File: src/rtl/cpu_pkg.sv
package cpu_pkg;

    localparam int word_size = 16;

    typedef logic [1:0]           reg_idx_t;
    typedef logic [word_size-1:0] word_t;

    // opcodes in instr[15:12]
    localparam logic [3:0] op_bne   = 4'd0;
    localparam logic [3:0] op_beq   = 4'd1;
    localparam logic [3:0] op_adi   = 4'd4;
    localparam logic [3:0] op_lwd   = 4'd7;
    localparam logic [3:0] op_swd   = 4'd8;
    localparam logic [3:0] op_jmp   = 4'd9;
    localparam logic [3:0] op_rtype = 4'd15;

    // function codes, r-type only
    localparam logic [5:0] fn_add = 6'd0;
    localparam logic [5:0] fn_sub = 6'd1;
    localparam logic [5:0] fn_and = 6'd2;
    localparam logic [5:0] fn_orr = 6'd3;
    localparam logic [5:0] fn_wwd = 6'd28;
    localparam logic [5:0] fn_hlt = 6'd29;

    // operand forwarding sources
    localparam logic [1:0] fwd_reg = 2'd0; // register file or stage payload
    localparam logic [1:0] fwd_wb  = 2'd1;
    localparam logic [1:0] fwd_mem = 2'd2;

    typedef enum logic [2:0] {
        alu_add,
        alu_sub,
        alu_and,
        alu_or,
        alu_pass_b
    } alu_op_t;

    typedef struct packed {
        logic reg_write;
        logic mem_read;
        logic mem_write;
        logic mem_to_reg;
        logic alu_src_imm;
        logic is_wwd;
        logic is_halt;
        logic valid;       // counts toward num_inst at write-back
    } ctrl_t;

    typedef struct packed {
        logic  valid;      // slot holds a real fetch
        word_t pc_plus1;
        word_t instr;
    } if_id_t;

    typedef struct packed {
        ctrl_t    ctrl;
        alu_op_t  alu_op;
        word_t    op_a;
        word_t    op_b;
        word_t    imm;
        reg_idx_t rs;
        reg_idx_t rt;
        reg_idx_t rd;
    } id_ex_t;

    typedef struct packed {
        ctrl_t    ctrl;
        word_t    alu_result;
        word_t    store_data;
        reg_idx_t rd;
    } ex_mem_t;

    typedef struct packed {
        ctrl_t    ctrl;
        word_t    alu_result;
        word_t    mem_data;
        reg_idx_t rd;
    } mem_wb_t;

endpackage
File: src/rtl/datapath.sv
`timescale 1ns/1ps

module datapath (
    input  logic           clk,
    input  logic           arst_n,
    input  cpu_pkg::word_t i_data,
    input  cpu_pkg::word_t d_rdata,
    output logic           i_read,
    output cpu_pkg::word_t i_addr,
    output logic           d_read,
    output logic           d_write,
    output cpu_pkg::word_t d_addr,
    output cpu_pkg::word_t d_wdata,
    output cpu_pkg::word_t output_port,
    output logic           out_valid,
    output cpu_pkg::word_t num_inst,
    output logic           is_halted
);
    import cpu_pkg::*;

    word_t    pc;
    word_t    pc_plus1;
    logic     halt_fetch;   // hlt seen in decode
    logic     halted_q;

    if_id_t   if_id_d, if_id_q;
    id_ex_t   id_ex_d, id_ex_q;
    ex_mem_t  ex_mem_d, ex_mem_q;
    mem_wb_t  mem_wb_d, mem_wb_q;

    ctrl_t    dec_ctrl;
    alu_op_t  dec_alu_op;
    word_t    dec_imm, dec_target;
    reg_idx_t dec_rd, id_rs, id_rt;
    logic     dec_redirect, dec_uses_rs, dec_uses_rt;

    logic     id_live, id_halt, is_branch, redirect;
    logic     stall, flush_fetch;
    logic [1:0] id_fwd_a, id_fwd_b, ex_fwd_a, ex_fwd_b;

    word_t    rf_rdata1, rf_rdata2;
    word_t    id_a, id_b;
    word_t    ex_a, ex_b, alu_b, alu_y;
    word_t    wb_data;

    function automatic word_t fwd_mux(input logic [1:0] sel,
                                      input word_t      from_mem,
                                      input word_t      from_wb,
                                      input word_t      from_reg);
        case (sel)
            fwd_mem: return from_mem;
            fwd_wb:  return from_wb;
            default: return from_reg;
        endcase
    endfunction

    // fetch
    assign pc_plus1 = pc + 1'b1;
    assign i_addr   = pc;
    assign i_read   = !halt_fetch && !id_halt;   // drop the slot behind hlt

    always_ff @(posedge clk or negedge arst_n) begin
        if (!arst_n) begin
            pc <= '0;
        end else if (i_read && !stall) begin
            pc <= flush_fetch ? dec_target : pc_plus1;
        end
    end

    always_ff @(posedge clk or negedge arst_n) begin
        if (!arst_n) begin
            halt_fetch <= 1'b0;
        end else if (id_halt) begin
            halt_fetch <= 1'b1;
        end
    end

    assign if_id_d = '{valid: i_read, pc_plus1: pc_plus1, instr: i_data};

    stage_reg #(.payload_t(if_id_t)) i_if_id (
        .clk    (clk),
        .arst_n (arst_n),
        .hold   (stall),
        .flush  (flush_fetch),
        .d      (if_id_d),
        .q      (if_id_q)
    );

    // decode
    assign id_rs     = if_id_q.instr[11:10];
    assign id_rt     = if_id_q.instr[9:8];
    assign id_live   = if_id_q.valid;
    assign id_halt   = id_live && dec_ctrl.is_halt;
    assign is_branch = id_live && (if_id_q.instr[15:12] == op_bne ||
                                   if_id_q.instr[15:12] == op_beq);
    assign redirect  = id_live && dec_redirect;

    reg_file i_reg_file (
        .clk    (clk),
        .arst_n (arst_n),
        .rs     (id_rs),
        .rt     (id_rt),
        .rd     (mem_wb_q.rd),
        .wdata  (wb_data),
        .we     (mem_wb_q.ctrl.reg_write),
        .rdata1 (rf_rdata1),
        .rdata2 (rf_rdata2)
    );

    assign id_a = fwd_mux(id_fwd_a, ex_mem_q.alu_result, wb_data, rf_rdata1);
    assign id_b = fwd_mux(id_fwd_b, ex_mem_q.alu_result, wb_data, rf_rdata2);

    decoder i_decoder (
        .instr    (if_id_q.instr),
        .pc_plus1 (if_id_q.pc_plus1),
        .op_a     (id_a),
        .op_b     (id_b),
        .ctrl     (dec_ctrl),
        .alu_op   (dec_alu_op),
        .imm      (dec_imm),
        .rd       (dec_rd),
        .redirect (dec_redirect),
        .target   (dec_target),
        .uses_rs  (dec_uses_rs),
        .uses_rt  (dec_uses_rt)
    );

    hazard_unit i_hazard_unit (
        .id_rs       (id_rs),
        .id_rt       (id_rt),
        .uses_rs     (id_live && dec_uses_rs),
        .uses_rt     (id_live && dec_uses_rt),
        .is_branch   (is_branch),
        .redirect    (redirect),
        .ex          (id_ex_q),
        .mem         (ex_mem_q),
        .wb          (mem_wb_q),
        .stall       (stall),
        .flush_fetch (flush_fetch),
        .id_fwd_a    (id_fwd_a),
        .id_fwd_b    (id_fwd_b),
        .ex_fwd_a    (ex_fwd_a),
        .ex_fwd_b    (ex_fwd_b)
    );

    assign id_ex_d = '{ctrl:   id_live ? dec_ctrl : '0,
                       alu_op: dec_alu_op,
                       op_a:   id_a,
                       op_b:   id_b,
                       imm:    dec_imm,
                       rs:     id_rs,
                       rt:     id_rt,
                       rd:     dec_rd};

    stage_reg #(.payload_t(id_ex_t)) i_id_ex (
        .clk    (clk),
        .arst_n (arst_n),
        .hold   (1'b0),
        .flush  (stall),   // bubble while decode waits
        .d      (id_ex_d),
        .q      (id_ex_q)
    );

    // execute
    assign ex_a  = fwd_mux(ex_fwd_a, ex_mem_q.alu_result, wb_data, id_ex_q.op_a);
    assign ex_b  = fwd_mux(ex_fwd_b, ex_mem_q.alu_result, wb_data, id_ex_q.op_b);
    assign alu_b = id_ex_q.ctrl.alu_src_imm ? id_ex_q.imm : ex_b;

    alu i_alu (
        .a  (ex_a),
        .b  (alu_b),
        .op (id_ex_q.alu_op),
        .y  (alu_y)
    );

    assign ex_mem_d = '{ctrl:       id_ex_q.ctrl,
                        alu_result: alu_y,
                        store_data: ex_b,
                        rd:         id_ex_q.rd};

    stage_reg #(.payload_t(ex_mem_t)) i_ex_mem (
        .clk    (clk),
        .arst_n (arst_n),
        .hold   (1'b0),
        .flush  (1'b0),
        .d      (ex_mem_d),
        .q      (ex_mem_q)
    );

    // memory, data answers in the same cycle
    assign d_read  = ex_mem_q.ctrl.mem_read;
    assign d_write = ex_mem_q.ctrl.mem_write;
    assign d_addr  = ex_mem_q.alu_result;
    assign d_wdata = ex_mem_q.store_data;

    assign mem_wb_d = '{ctrl:       ex_mem_q.ctrl,
                        alu_result: ex_mem_q.alu_result,
                        mem_data:   d_rdata,
                        rd:         ex_mem_q.rd};

    stage_reg #(.payload_t(mem_wb_t)) i_mem_wb (
        .clk    (clk),
        .arst_n (arst_n),
        .hold   (1'b0),
        .flush  (1'b0),
        .d      (mem_wb_d),
        .q      (mem_wb_q)
    );

    // write-back
    assign wb_data     = mem_wb_q.ctrl.mem_to_reg ? mem_wb_q.mem_data : mem_wb_q.alu_result;
    assign out_valid   = mem_wb_q.ctrl.is_wwd;
    assign output_port = mem_wb_q.alu_result;   // wwd carries rs here
    assign is_halted   = halted_q || mem_wb_q.ctrl.is_halt;

    always_ff @(posedge clk or negedge arst_n) begin
        if (!arst_n) begin
            halted_q <= 1'b0;
            num_inst <= '0;
        end else begin
            if (mem_wb_q.ctrl.is_halt) begin
                halted_q <= 1'b1;   // sticky until reset
            end
            if (mem_wb_q.ctrl.valid) begin
                num_inst <= num_inst + 1'b1;
            end
        end
    end

endmodule

File: src/rtl/alu.sv
`timescale 1ns/1ps

module alu (
    input  cpu_pkg::word_t   a,
    input  cpu_pkg::word_t   b,
    input  cpu_pkg::alu_op_t op,
    output cpu_pkg::word_t   y
);
    import cpu_pkg::*;

    // 16-bit wrap, no flags
    always_comb begin
        case (op)
            alu_add: y = a + b;
            alu_sub: y = a - b;
            alu_and: y = a & b;
            alu_or:  y = a | b;
            default: y = b;   // pass-b and spare codes
        endcase
    end

endmodule

File: src/rtl/hazard_unit.sv
`timescale 1ns/1ps

module hazard_unit (
    input  cpu_pkg::reg_idx_t id_rs,
    input  cpu_pkg::reg_idx_t id_rt,
    input  logic              uses_rs,
    input  logic              uses_rt,
    input  logic              is_branch,
    input  logic              redirect,
    input  cpu_pkg::id_ex_t   ex,
    input  cpu_pkg::ex_mem_t  mem,
    input  cpu_pkg::mem_wb_t  wb,
    output logic              stall,
    output logic              flush_fetch,
    output logic [1:0]        id_fwd_a,
    output logic [1:0]        id_fwd_b,
    output logic [1:0]        ex_fwd_a,
    output logic [1:0]        ex_fwd_b
);
    import cpu_pkg::*;

    logic dep_ex;    // decode reads what execute writes
    logic dep_mem;   // decode reads what memory writes

    // nearest writer wins; a load in memory has no result yet
    function automatic logic [1:0] fwd_sel(input reg_idx_t src,
                                           input ex_mem_t  m,
                                           input mem_wb_t  w);
        if (m.ctrl.reg_write && !m.ctrl.mem_read && m.rd == src) begin
            return fwd_mem;
        end else if (w.ctrl.reg_write && w.rd == src) begin
            return fwd_wb;
        end
        return fwd_reg;
    endfunction

    assign dep_ex  = (uses_rs && id_rs == ex.rd) || (uses_rt && id_rt == ex.rd);
    assign dep_mem = (uses_rs && id_rs == mem.rd) || (uses_rt && id_rt == mem.rd);

    // load-use, plus branches that compare before the operand exists
    assign stall = (dep_ex && ex.ctrl.mem_read)
                || (is_branch && dep_ex && ex.ctrl.reg_write)
                || (is_branch && dep_mem && mem.ctrl.mem_read);

    assign flush_fetch = redirect && !stall;   // compare is stale while stalled

    assign id_fwd_a = fwd_sel(id_rs, mem, wb);
    assign id_fwd_b = fwd_sel(id_rt, mem, wb);
    assign ex_fwd_a = fwd_sel(ex.rs, mem, wb);
    assign ex_fwd_b = fwd_sel(ex.rt, mem, wb);

endmodule

File: src/rtl/decoder.sv
`timescale 1ns/1ps

module decoder (
    input  cpu_pkg::word_t    instr,
    input  cpu_pkg::word_t    pc_plus1,
    input  cpu_pkg::word_t    op_a,      // forwarded rs value
    input  cpu_pkg::word_t    op_b,      // forwarded rt value
    output cpu_pkg::ctrl_t    ctrl,
    output cpu_pkg::alu_op_t  alu_op,
    output cpu_pkg::word_t    imm,
    output cpu_pkg::reg_idx_t rd,
    output logic              redirect,
    output cpu_pkg::word_t    target,
    output logic              uses_rs,
    output logic              uses_rt
);
    import cpu_pkg::*;

    logic [3:0] opcode;
    logic [5:0] func;
    word_t      imm_sx;

    assign opcode = instr[15:12];
    assign func   = instr[5:0];
    assign imm_sx = {{(word_size-8){instr[7]}}, instr[7:0]};

    always_comb begin
        ctrl       = '0;
        ctrl.valid = 1'b1;
        alu_op     = alu_pass_b;
        imm        = imm_sx;
        rd         = instr[7:6];
        redirect   = 1'b0;
        target     = pc_plus1 + imm_sx;
        uses_rs    = 1'b0;
        uses_rt    = 1'b0;

        case (opcode)
            op_rtype: begin
                imm     = '0;   // low byte is rd/func here, wwd adds zero
                uses_rs = 1'b1;
                case (func)
                    fn_add: begin
                        ctrl.reg_write = 1'b1;
                        alu_op         = alu_add;
                        uses_rt        = 1'b1;
                    end
                    fn_sub: begin
                        ctrl.reg_write = 1'b1;
                        alu_op         = alu_sub;
                        uses_rt        = 1'b1;
                    end
                    fn_and: begin
                        ctrl.reg_write = 1'b1;
                        alu_op         = alu_and;
                        uses_rt        = 1'b1;
                    end
                    fn_orr: begin
                        ctrl.reg_write = 1'b1;
                        alu_op         = alu_or;
                        uses_rt        = 1'b1;
                    end
                    fn_wwd: begin
                        ctrl.is_wwd      = 1'b1;
                        ctrl.alu_src_imm = 1'b1;
                        alu_op           = alu_add;   // rs + 0
                    end
                    fn_hlt: begin
                        ctrl.is_halt = 1'b1;
                        uses_rs      = 1'b0;
                    end
                    default: begin
                        ctrl.valid = 1'b0;   // unknown func, dropped
                        uses_rs    = 1'b0;
                    end
                endcase
            end
            op_adi: begin
                ctrl.reg_write   = 1'b1;
                ctrl.alu_src_imm = 1'b1;
                alu_op           = alu_add;
                rd               = instr[9:8];
                uses_rs          = 1'b1;
            end
            op_lwd: begin
                ctrl.reg_write   = 1'b1;
                ctrl.mem_read    = 1'b1;
                ctrl.mem_to_reg  = 1'b1;
                ctrl.alu_src_imm = 1'b1;
                alu_op           = alu_add;   // address
                rd               = instr[9:8];
                uses_rs          = 1'b1;
            end
            op_swd: begin
                ctrl.mem_write   = 1'b1;
                ctrl.alu_src_imm = 1'b1;
                alu_op           = alu_add;
                uses_rs          = 1'b1;
                uses_rt          = 1'b1;      // store data
            end
            op_bne: begin
                uses_rs  = 1'b1;
                uses_rt  = 1'b1;
                redirect = (op_a != op_b);
            end
            op_beq: begin
                uses_rs  = 1'b1;
                uses_rt  = 1'b1;
                redirect = (op_a == op_b);
            end
            op_jmp: begin
                redirect = 1'b1;
                target   = {pc_plus1[15:12], instr[11:0]};
            end
            default: ctrl.valid = 1'b0;
        endcase
    end

endmodule

File: src/rtl/reg_file.sv
`timescale 1ns/1ps

module reg_file (
    input  logic             clk,
    input  logic             arst_n,
    input  cpu_pkg::reg_idx_t rs,
    input  cpu_pkg::reg_idx_t rt,
    input  cpu_pkg::reg_idx_t rd,
    input  cpu_pkg::word_t   wdata,
    input  logic             we,
    output cpu_pkg::word_t   rdata1,
    output cpu_pkg::word_t   rdata2
);
    import cpu_pkg::*;

    word_t regs [4];

    always_ff @(posedge clk or negedge arst_n) begin
        if (!arst_n) begin
            regs <= '{default: '0};
        end else if (we) begin
            regs[rd] <= wdata;
        end
    end

    // write-through so decode sees the value retiring this cycle
    assign rdata1 = (we && rd == rs) ? wdata : regs[rs];
    assign rdata2 = (we && rd == rt) ? wdata : regs[rt];

endmodule

File: src/rtl/stage_reg.sv
`timescale 1ns/1ps

module stage_reg #(
    parameter type payload_t = logic
) (
    input  logic     clk,
    input  logic     arst_n,
    input  logic     hold,
    input  logic     flush,
    input  payload_t d,
    output payload_t q
);

    // all-zero payload is a bubble: valid and control bits clear
    always_ff @(posedge clk or negedge arst_n) begin
        if (!arst_n) begin
            q <= '0;
        end else if (flush) begin
            q <= '0;   // flush wins over hold
        end else if (!hold) begin
            q <= d;
        end
    end

endmodule

File: config.mk
export PLATFORM = sky130hd
export DESIGN_NAME = datapath
export DESIGN_NICKNAME = d
export VERILOG_FILES = /design/src/rtl/cpu_pkg.sv /design/src/rtl/datapath.sv /design/src/rtl/alu.sv /design/src/rtl/hazard_unit.sv /design/src/rtl/decoder.sv /design/src/rtl/reg_file.sv /design/src/rtl/stage_reg.sv
export SDC_FILE = /design/constraint.sdc
export NUM_CORES = 1
export LEC_CHECK = 0
export BUFFER_PORTS_ARGS = -buffer_cell sky130_fd_sc_hd__buf_2
export CAP_MARGIN = 20
export CORE_ASPECT_RATIO = 0.75
export CORE_MARGIN = 8
export CORE_UTILIZATION = 65
export DETAILED_ROUTE_END_ITERATION = 12
export PLACE_DENSITY_LB_ADDON = 0.12
export RECOVER_POWER = 25
export SYNTH_ARGS = -nofsm -noshare
export SYNTH_HDL_FRONTEND = slang
export SYNTH_SLANG_ARGS = --single-unit
File: constraint.sdc
create_clock -name clk -period 13.8 [get_ports clk]
set_input_delay 0 -clock clk [delete_from_list [all_inputs] [get_ports clk]]
set_output_delay 0 -clock clk [all_outputs]
set_load 0.02 [all_outputs]
==> results of run 1 <==
-- registers in the layout (all words and copies together) (netlist names) --
register         flops
i_id_ex.q           56
halted_q             1
i_mem_wb.q          39
i_reg_file.regs     64
i_addr              16
halt_fetch           1
num_inst            16
i_ex_mem.q          40
i_if_id.q           33
-- final timing paths --
kind / start / to / slack (ns)
setup / recovery: arst_n / i_if_id.q[17] / 7.08
min in group asynchronous: arst_n / i_reg_file.regs[63] / 2.51
max in group clk: i_mem_wb.q[0] / i_ex_mem.q[33] / 7.89
setup reg to reg: i_mem_wb.q[0] / i_ex_mem.q[33] / 7.89
hold / removal: d_rdata[2] / i_mem_wb.q[4] / 0.10
hold reg to reg: i_id_ex.q[59] / i_ex_mem.q[36] / 0.35
-- power by group --
part / switching, µW / total [µW] / internal [µW]
Combinational: 1470 / 2460 / 988
Sequential: 300 / 1370 / 1070
Clock: 312 / 778 / 466
-- metrics by stage --
stage,hold WS (ns),setup slack (ns),cell area (µm²)
4_1_cts,0.09156,8.031,16960
3_3_place_gp,0.1081,8.091,15670
5_1_grt,0.09789,5.636,17020
6_report,0.1041,7.085,17020
3_5_place_dp,0.1093,8.013,15690
2_1_floorplan,-0.2956,9.410,15290
-- synthesized netlist by cell type (4+ instances only) --
master,number
a211oi_1,16
a21o_1,6
a21oi_1,103
a22oi_1,14
a31oi_1,44
and2_1,39
and3_1,33
buf_1,4
buf_2,28
buf_4,51
clkbuf_1,76
dfrtp_1,266
ha_1,37
inv_1,31
mux2_2,16
mux2i_1,30
mux4_2,32
nand2_1,168
nand2b_1,9
nand3_1,16
nand3b_1,4
nand4_1,41
nor2_1,102
nor2b_1,8
nor3_1,17
nor4_1,40
o211ai_1,12
o21a_1,13
o21ai_0,129
o21ai_1,8
o21bai_1,5
o22ai_1,6
o31ai_1,39
or3_1,5
or4_1,5
xnor2_1,51
xor2_1,56
-- logic make-up after synthesis --
kind of cell               share of synthesized area, %
AOI/OAI and AO/OA                                 16.76
xor gates and xnor gates                          6.275
adders and majority gates                         3.289
buffers and inverters                             6.218
DFF                                               43.52
muxes                                             7.944
and+or+nand+nor                                   15.99
-- metal layers --
layer  vias up  wire (µm)
li1       5875          -
met1      6170      19750
met2       629      17510
met3        95       4167
met4         0       1052
met5         -          0
-- cell usage in the layout (no fill, tap or decap), drive strengths merged, types with 9 or more instances in the layout --
master       instances
o31ai               40
o211ai              12
nand4               41
a211oi              16
and3                34
clkbuf              41
nand2              168
mux4                32
a21oi              103
nor3                17
o21ai              137
nand3               16
a22oi               14
and2                40
inv                 31
nor2               102
ha                  37
dlygate4sd3         33
buf                151
mux2i               31
a31oi               44
o21a                13
xor2                56
xnor2               51
nor4                40
mux2                16
nand2b               9
dfrtp              266
-- worst max-delay path: stages --
cell and delay (ns):
dlygate4sd3_1 0.52, clkbuf_1 4.58, buf_4 1.29, buf_4 0.78
-- layout make-up --
type,instances,area [µm²],area share (%)
multi-input combinational,1149,7710,45.30
sequential,266,6656,39.11
timing repair buffer,187,1226,7.204
clock buffer,38,777.0,4.565
tap,300,375.4,2.205
clock inverter,10,158.9,0.9336
inverter,31,116.4,0.6837
==> results.txt, run 1 <==
IO Count = 119
Average size of a mapped cell = 9.523 µm²
Die H = 148.8 µm
Met3 global-route usage = 6.963%
Post-Syn Area = 0.01529 mm²
Failing checks = capacitance limit, slew limit
CTS Hold Bufs = 33
PwrDens = 270.6 mW/mm²
Worst hold path depth = 2
Final Total Pwr = 4605 µW
Setup TNS = 0 ns
Seq/Total Area, Yosys = 43.52%
Synth warnings = 0
First-pass iteration count of the detailed router = 6
CP endpoint kind = async pin
CTS Sinks = 266
Final count of negative-setup-slack endpoints = 0
DR vias/cell = 6.446
Area growth, synth to finish = 11.29%
R2R cell count = 20
Avg WL per Cell = 21.45 µm
Full die area = 0.02874 mm²
Resized cells post-CTS = 0
Synth Flop Type = dfrtp_1
Slew headroom = -342.3%
Final Skew = 0.01235 ns
Dpl cells = 1894
RSZ-0062 raised after global routing = false
Fmax achieved = 148.9 MHz
Post-synth net total = 1679
# rows = 48
Top cells by area, synth = dfrtp_1 44%, mux4_2 4.7%, o21ai_0 4.2%
Worst-path clk slew = 0.07 ns
Max Cap Viol = 1
Post-DP HPWL = 29440 µm
Skew-Pair Late Insertion Delay = 0.54 ns
Share of the synthesized area in the top cell type = 43.52%
IO buf count = 118
CTS tree = done
Setup bufs post-CTS = 0
First-pass GRT wire length = 66380 µm
Busiest grt layer = met1
Clock period minus worst slack = 6.715 ns
Clock Root Buffer = clkbuf_16
Yosys top cell by area = dfrtp_1
# DRC = 0
Fillers = 1696
Iter 0 DRT Violations = 1259
Gp weighted congestion = 0.9427
Max H-tree Level = 1
Count of cell types in the netlist = 64
Met2 usage = 40.03%
Synth Register Bits = 266
Status = finished, violations left
Total grt overflow = 0
Async set-reset flop share out of synthesis = 100.0%
Routed WL = 42490 µm
Vias = 12769
Final Cycle Share = 48.66%
Initial core utilization = 66.31%
Final #Nets = 1735
Share of cells above drive strength 1 = 15.11%
CP max FO = 125
Critical path type = in2async
Worst vdd ir = 0.0001394 V
Fin. Hold Viols = 0
Cell count after synthesis = 1606
Hold Crit Class = in2reg
Number of synthesized flops with an enable pin = 0
CP arrival = 7.29 ns
Met1 Resource Use GR = 45.48%
Critical path data required time = 14.37 ns
Vias in the first global route = 11793
Final core occ = 73.80%
Max-slew violations = 126
Crit path launch type = primary input
Total GRT Usage = 29.16%
Clk buf depth = 3
Final cell count without fillers = 1981
TritonCTS Buffers = 27
Die width = 193.1 µm
ANT nets after route = 0
Largest net degree at the start of global routing = 126
Initial antenna violation count = 0
CORE AREA = 0.02306 mm²
P_leak = 0.007420 µW
Tightest Pin Transition = 6.635 ns
ANT cells = 0
Note: power is estimated with default switching activity, not from simulation.
==> run 2, diff against run 1 <==
CORE_UTILIZATION = 55   (was 65)
clock period = 5.61 ns   (was 13.8 ns; I/O delays follow)
==> results.txt, run 2 (same netlist as run 1, synthesis figures left out) <==
Avg WL per Cell = 21.16 µm (-1.3%)
Fmax achieved = 195.5 MHz
Crit-path max cell delay = 0.56 ns (-4.02 ns)
Post-DP HPWL = 30720 µm (+4.4%)
CP Buf/Inv Count = 1 (-3)
CORE AREA = 0.02765 mm² (+20%)
CP endpoint kind = register
Fin. Hold Viols = 0 (unchanged)
Placed Area = 0.01589 mm² (+1.2%)
Clock period minus worst slack = 5.115 ns
Final Skew = 0.01730 ns (+0.004954 ns)
Iter 0 DRT Violations = 1339 (+6.4%)
Commonest non-fill, non-tap cell in the layout = dfrtp_1
Routed WL = 43320 µm (+2.0%)
Fillers = 2355 (+39%)
First-pass iteration count of the detailed router = 6 (unchanged)
CP max stage cell = dfrtp_1
RSZ-0062 raised after global routing = false
Combinational share of power = 53.1% (-0.3 points)
Vias in the first global route = 11860 (+0.57%)
Reg with most FFs = i_reg_file.regs
Clock share of power = 17.1% (+0.2 points)
Sw Pwr = 5099 µW (+140%)
Hold Crit Class = in2reg
Setup bufs post-CTS = 0 (unchanged)
Int Pwr = 6266 µW (+150%)
Initial core utilization = 55.31% (-11 points)
IO Count = 119 (unchanged)
First-pass GRT wire length = 68760 µm (+3.6%)
CTS Sinks = 266 (unchanged)
Final Cycle Share = 91.17%
Skew-Pair Late Insertion Delay = 0.56 ns (+0.02 ns)
Critical path type = reg2reg
Hold WS = 0.08409 ns (-0.02004 ns)
Sw Share = 44.86% (-0.34 points)
Failing checks = capacitance limit, slew limit
ANT cells = 0 (unchanged)
Full die area = 0.03345 mm² (+16%)
TritonCTS Buffers = 28 (+3.7%)
Clock Root Buffer = clkbuf_16
Die width = 208.6 µm (+8.0%)
Max Cap Viol = 1 (unchanged)
Max reg flops = 64 (unchanged)
Flop pwr share = 29.9% (about the same)
Crit path launch type = register
Commonest non-fill, non-tap cells in the layout = 266 x dfrtp_1, 168 x nand2_1, 129 x o21ai_0
Top flop regs = i_reg_file.regs: 64 flops, i_id_ex.q: 56 flops, i_ex_mem.q: 40 flops
DR vias/cell = 6.053 (-6.1%)
Final Cell Area = 0.01718 mm² (+0.95%)
Tightest Pin Transition = 4.700 ns (-1.935 ns)
Status = finished, violations left
Vias = 12391 (-3.0%)
Worst-path clk slew = 0.06 ns (about the same)
CTS tree = done
Top delay family on crit path = compound AO/OA/AOI/OAI gates
Share of cells above drive strength 1 = 15.09% (-0.021 points)
P_leak = 0.007448 µW (+0.37%)
# rows = 53 (+10%)
Slew headroom = -213.3% (+130 points)
Max-slew violations = 88 (-30%)
Max H-tree Level = 1 (unchanged)
Largest net degree at the start of global routing = 180 (+43%)
Final count of negative-setup-slack endpoints = 0 (unchanged)
CP max FO = 11 (-91%)
Area growth, synth to finish = 12.35%
CP cell instances = xnor2_2, nand3_1, mux2i_1, o21ai_0, mux2_2, inv_1, ha_1, nand2_1, o21a_1, ha_1, nor2b_1, o21ai_0, a21oi_1, o41ai_2, o31ai_1, o41a_1, nand4_1, nand4b_1, xnor3_1, a221o_1
IO buf count = 118 (unchanged)
Gp weighted congestion = 0.9689 (+2.8%)
Critical path data required time = 6.05 ns (-8.32 ns)
Clk buf depth = 3 (unchanged)
PwrDens = 661.4 mW/mm² (+140%)
CP arrival = 5.56 ns (-1.73 ns)
Total grt overflow = 0 (unchanged)
Die H = 160.4 µm (+7.8%)
# DRC = 0 (unchanged)
Total GRT Usage = 25.52% (-3.6 points)
Worst vdd ir = 0.0003211 V (+130%)
ANT nets after route = 0 (unchanged)
Setup TNS = 0 ns (unchanged)
Initial antenna violation count = 0 (unchanged)
Final #Nets = 1747 (+0.69%)
[run 2: layout make-up]
type                            count  area, µm²  share of cell area (%)
Clock buffer                       35      788.3                   4.588
Clock inverter                     11      155.1                  0.9030
Multi-Input combinational cell   1149       7725                   44.96
Tap cell                          357      446.7                   2.600
Timing Repair Buffer              198       1294                   7.530
Sequential cell                   266       6656                   38.74
Inverter                           31      116.4                  0.6773
[run 2: worst register-to-register path, cell delays in order (launching register included)]
cell	delay (ns)
dfrtp_1	0.56
xnor2_2	0.37
nand3_1	0.22
mux2i_1	0.18
o21ai_0	0.36
mux2_2	0.28
inv_1	0.07
ha_1	0.29
nand2_1	0.06
o21a_1	0.14
ha_1	0.23
nor2b_1	0.12
o21ai_0	0.22
a21oi_1	0.16
o41ai_2	0.31
o31ai_1	0.19
o41a_1	0.36
nand4_1	0.11
nand4b_1	0.11
xnor3_1	0.37
a221o_1	0.29
[run 2: routing by layer]
| metal | vias up | track usage (%) | share of wire (%) |
|---|---|---|---|
| li1 | 5884 | - | - |
| met5 | - | 0 | 0 |
| met3 | 50 | 4.849 | 7.6 |
| met2 | 422 | 35.93 | 41 |
| met1 | 6035 | 40.32 | 49 |
| met4 | 0 | 4.731 | 1.7 |
[run 2: power by group through the flow]
stage | clock network [µW] | logic [µW] | registers (µW)
2_1_floorplan | 0 | 4580 | 3150
3_3_place_gp | 0 | 5800 | 3380
3_5_place_dp | 0 | 5880 | 3410
4_1_cts | 1980 | 5940 | 3380
5_1_grt | 2050 | 6650 | 3490
6_report | 1940 | 6030 | 3400
[run 2: final timing paths]
path	slack (ns)	to	depth (start not counted)	start
worst max-delay path	0.50	i_ex_mem.q[33]	20	i_mem_wb.q[1]
worst min-delay path	0.08	i_mem_wb.q[8]	2	d_rdata[6]
worst max register to register	0.50	i_ex_mem.q[33]	20	i_mem_wb.q[1]
worst min register to register	0.35	i_mem_wb.q[36]	0	i_ex_mem.q[36]
max in group asynchronous	1.27	i_ex_mem.q[22]	2	arst_n
min in group asynchronous	1.69	i_reg_file.regs[61]	2	arst_n
[run 2: repair_timing]
item | in CTS | in global routing
gates resized for setup | 0 | 2
endpoints found under the hold margin | 119 | 0
endpoints found under the setup margin | 0 | 2
hold buffers | 33 | 0
[run 2: metrics by stage]
| stage | utilization, % | std cells | total power (µW) | worst slack [ns] |
|---|---|---|---|---|
| 6_report | 62.13 | 2047 | 11360 | 0.4955 |
| 5_1_grt | 62.13 | 2047 | 12190 | 0.09841 |
| 4_1_cts | 62.05 | 2044 | 11300 | 0.2853 |
| 3_5_place_dp | 57.45 | 1965 | 9287 | 0.2933 |
| 3_3_place_gp | 57.45 | 1965 | 9183 | 0.4726 |
| 2_1_floorplan | - | 1606 | 7733 | 1.220 |
==> run 3, diff against run 2 <==
CORE_UTILIZATION = 56   (was 55)
SYNTH_HIERARCHICAL = 1   (was default)
==> results.txt, run 3 <==
Status = finished, violations left
Failing checks = capacitance limit, slew limit
RSZ-0062 raised after global routing = false
CP Buf/Inv Count = 2 (+1)
Reg with most FFs = i_id_ex/q
Clk buf depth = 3 (unchanged)
CP cell instances = nand2b_1, nor3_2, nor2_1, inv_1, ha_1, buf_4, a221oi_2, a21oi_1, mux2_2, or3_4, nor3_1, a21oi_1, xnor2_1, ha_1, a21oi_1, o21bai_1, nand2b_1, nand3_1, o2111ai_1, o211ai_2, mux2i_1, nor2_1
P_leak = 0.009496 µW (+28%)
Cell count after synthesis = 1791 (+12%)
Die width = 224.8 µm (+7.8%)
Crit-path max cell delay = 0.43 ns (-0.13 ns)
Top cell by count, worst path = a21oi_1
Vias in the first global route = 14119 (+19%)
Final Total Pwr = 7579 µW (-33%)
Top flop regs = i_id_ex/q: 65 flops, i_reg_file/regs: 64 flops, i_ex_mem/q: 41 flops
Clock Root Buffer = clkbuf_16
Top delay family on crit path = simple AND/OR/NAND/NOR gates
Final Skew = 0.02661 ns (+0.009305 ns)
# rows = 57 (+7.5%)
Commonest non-fill, non-tap cells in the layout = 276 x dfrtp_1, 227 x nor2_1, 183 x mux2i_1
CP arrival = 5.68 ns (+0.12 ns)
Clock period minus worst slack = 5.210 ns (+0.09541 ns)
Fmax achieved = 191.9 MHz (-1.8%)
Crit path launch type = register
First-pass GRT wire length = 83830 µm (+22%)
First-pass iteration count of the detailed router = 6 (unchanged)
Hold Crit Class = in2reg
CP max stage cell = dfrtp_1
Dpl cells = 2262 (+15%)
Worst vdd ir = 0.0002838 V (-12%)
Skew-Pair Late Insertion Delay = 0.60 ns (+0.04 ns)
Total GRT Usage = 26.93% (+1.4 points)
Gp weighted congestion = 0.9255 (-4.5%)
Total grt overflow = 0 (unchanged)
Share of cells above drive strength 1 = 20.55% (+5.5 points)
Max Cap Viol = 1 (unchanged)
CORE AREA = 0.03231 mm² (+17%)
PwrDens = 375.8 mW/mm² (-43%)
CP endpoint kind = register
Slew headroom = -109.1% (+100 points)
Initial antenna violation count = 0 (unchanged)
Max H-tree Level = 1 (unchanged)
Tightest Pin Transition = 3.137 ns (-1.563 ns)
Hold WS = 0.1897 ns (+0.1057 ns)
Final #Nets = 1964 (+12%)
Setup TNS = 0 ns (unchanged)
Average size of a mapped cell = 10.22 µm² (+7.4%)
ANT cells = 0 (unchanged)
Initial core utilization = 56.68% (+1.4 points)
Synth warnings = 6 (+6)
Iter 0 DRT Violations = 1592 (+19%)
TritonCTS Buffers = 30 (+7.1%)
Fin. Hold Viols = 0 (unchanged)
DR vias/cell = 6.139 (+1.4%)
Critical path type = reg2reg
Largest net degree at the start of global routing = 153 (-15%)
Full die area = 0.03880 mm² (+16%)
Max-slew violations = 125 (+42%)
# DRC = 0 (unchanged)
CTS tree = done
Final Cycle Share = 92.87% (+1.7 points)
Final count of negative-setup-slack endpoints = 0 (unchanged)
Worst-path clk slew = 0.06 ns (about the same)
Post-DP HPWL = 37560 µm (+22%)
Final cell count without fillers = 2350 (+15%)
Avg WL per Cell = 22.58 µm (+6.7%)
Final Cell Area = 0.02016 mm² (+17%)
CP max FO = 17 (+6)
Vias = 14426 (+16%)
ANT nets after route = 0 (unchanged)
Routed WL = 53060 µm (+22%)
Fillers = 2693 (+14%)
Area growth, synth to finish = 10.11%
Post-Syn Area = 0.01831 mm² (+20%)
Commonest non-fill, non-tap cell in the layout = dfrtp_1
IO buf count = 118 (unchanged)
CTS Sinks = 276 (+3.8%)
Max reg flops = 65 (+1.6%)
IO Count = 119 (unchanged)
Placed Area = 0.01884 mm² (+19%)
Critical path data required time = 6.08 ns (+0.03 ns)
Die H = 172.6 µm (+7.6%)
-- run 3: final cells by class --
| cell class | instances | area, µm² | share of cell area [%] |
|---|---|---|---|
| timing repair buffer | 186 | 1201 | 5.957 |
| sequential | 276 | 6907 | 34.25 |
| clock buffer | 38 | 800.8 | 3.971 |
| inverter | 46 | 172.7 | 0.8563 |
| clock inverter | 17 | 202.7 | 1.005 |
| tap | 442 | 553.0 | 2.743 |
| multi-input combinational | 1345 | 10330 | 51.22 |
-- run 3: timing repair --
action,in CTS,in global routing
buffers inserted,0,0
endpoints found under the setup margin,0,8
resized for setup,0,3
hold buffers,33,0
endpoints found under the hold margin,156,0
-- run 3: path summary, 6_finish.rpt --
path,start,depth (start not counted),endpoint,slack [ns]
setup / recovery,i_ex_mem/q[40],22,i_ex_mem/q[33],0.40
hold / removal,d_rdata[1],4,i_mem_wb/q[3],0.19
setup reg to reg,i_ex_mem/q[40],22,i_ex_mem/q[33],0.40
hold reg to reg,halted_q,1,halted_q,0.46
max in group asynchronous,arst_n,3,num_inst[6],2.65
min in group asynchronous,arst_n,2,i_if_id/q[14],0.91
-- run 3: per-stage QoR --
step | setup WS [ns] | util [%]
floorplan | 0.8695 | -
global placement | 0.5283 | 58.30
detailed placement | 0.3450 | 58.30
CTS | 0.3131 | 62.43
global route | 0.0002189 | 62.41
finish | 0.4001 | 62.41
-- run 3: report_power, final --
part / internal, µW / total [µW] / switching (µW) / leakage [µW]
registers: 2240 / 2680 / 439 / 0.00368
clock network: 1160 / 2030 / 875 / 0.000481
logic: 1210 / 2870 / 1650 / 0.00534
total: 4610 / 7580 / 2970 / 0.00950
-- run 3: tightest hold or removal path, stage by stage --
cell and delay (ns):
dlygate4sd3_1 0.52, buf_2 0.09, mux2i_1 0.05, nor2_1 0.07
-- run 3: routing by layer --
| layer | global-route usage, % | up-vias | part of all wire (%) |
|---|---|---|---|
| met5 | 0 | - | 0 |
| li1 | - | 6580 | - |
| met1 | 42.40 | 7184 | 48 |
| met4 | 5.578 | 0 | 2.1 |
| met3 | 5.173 | 85 | 8.7 |
| met2 | 37.59 | 577 | 41 |
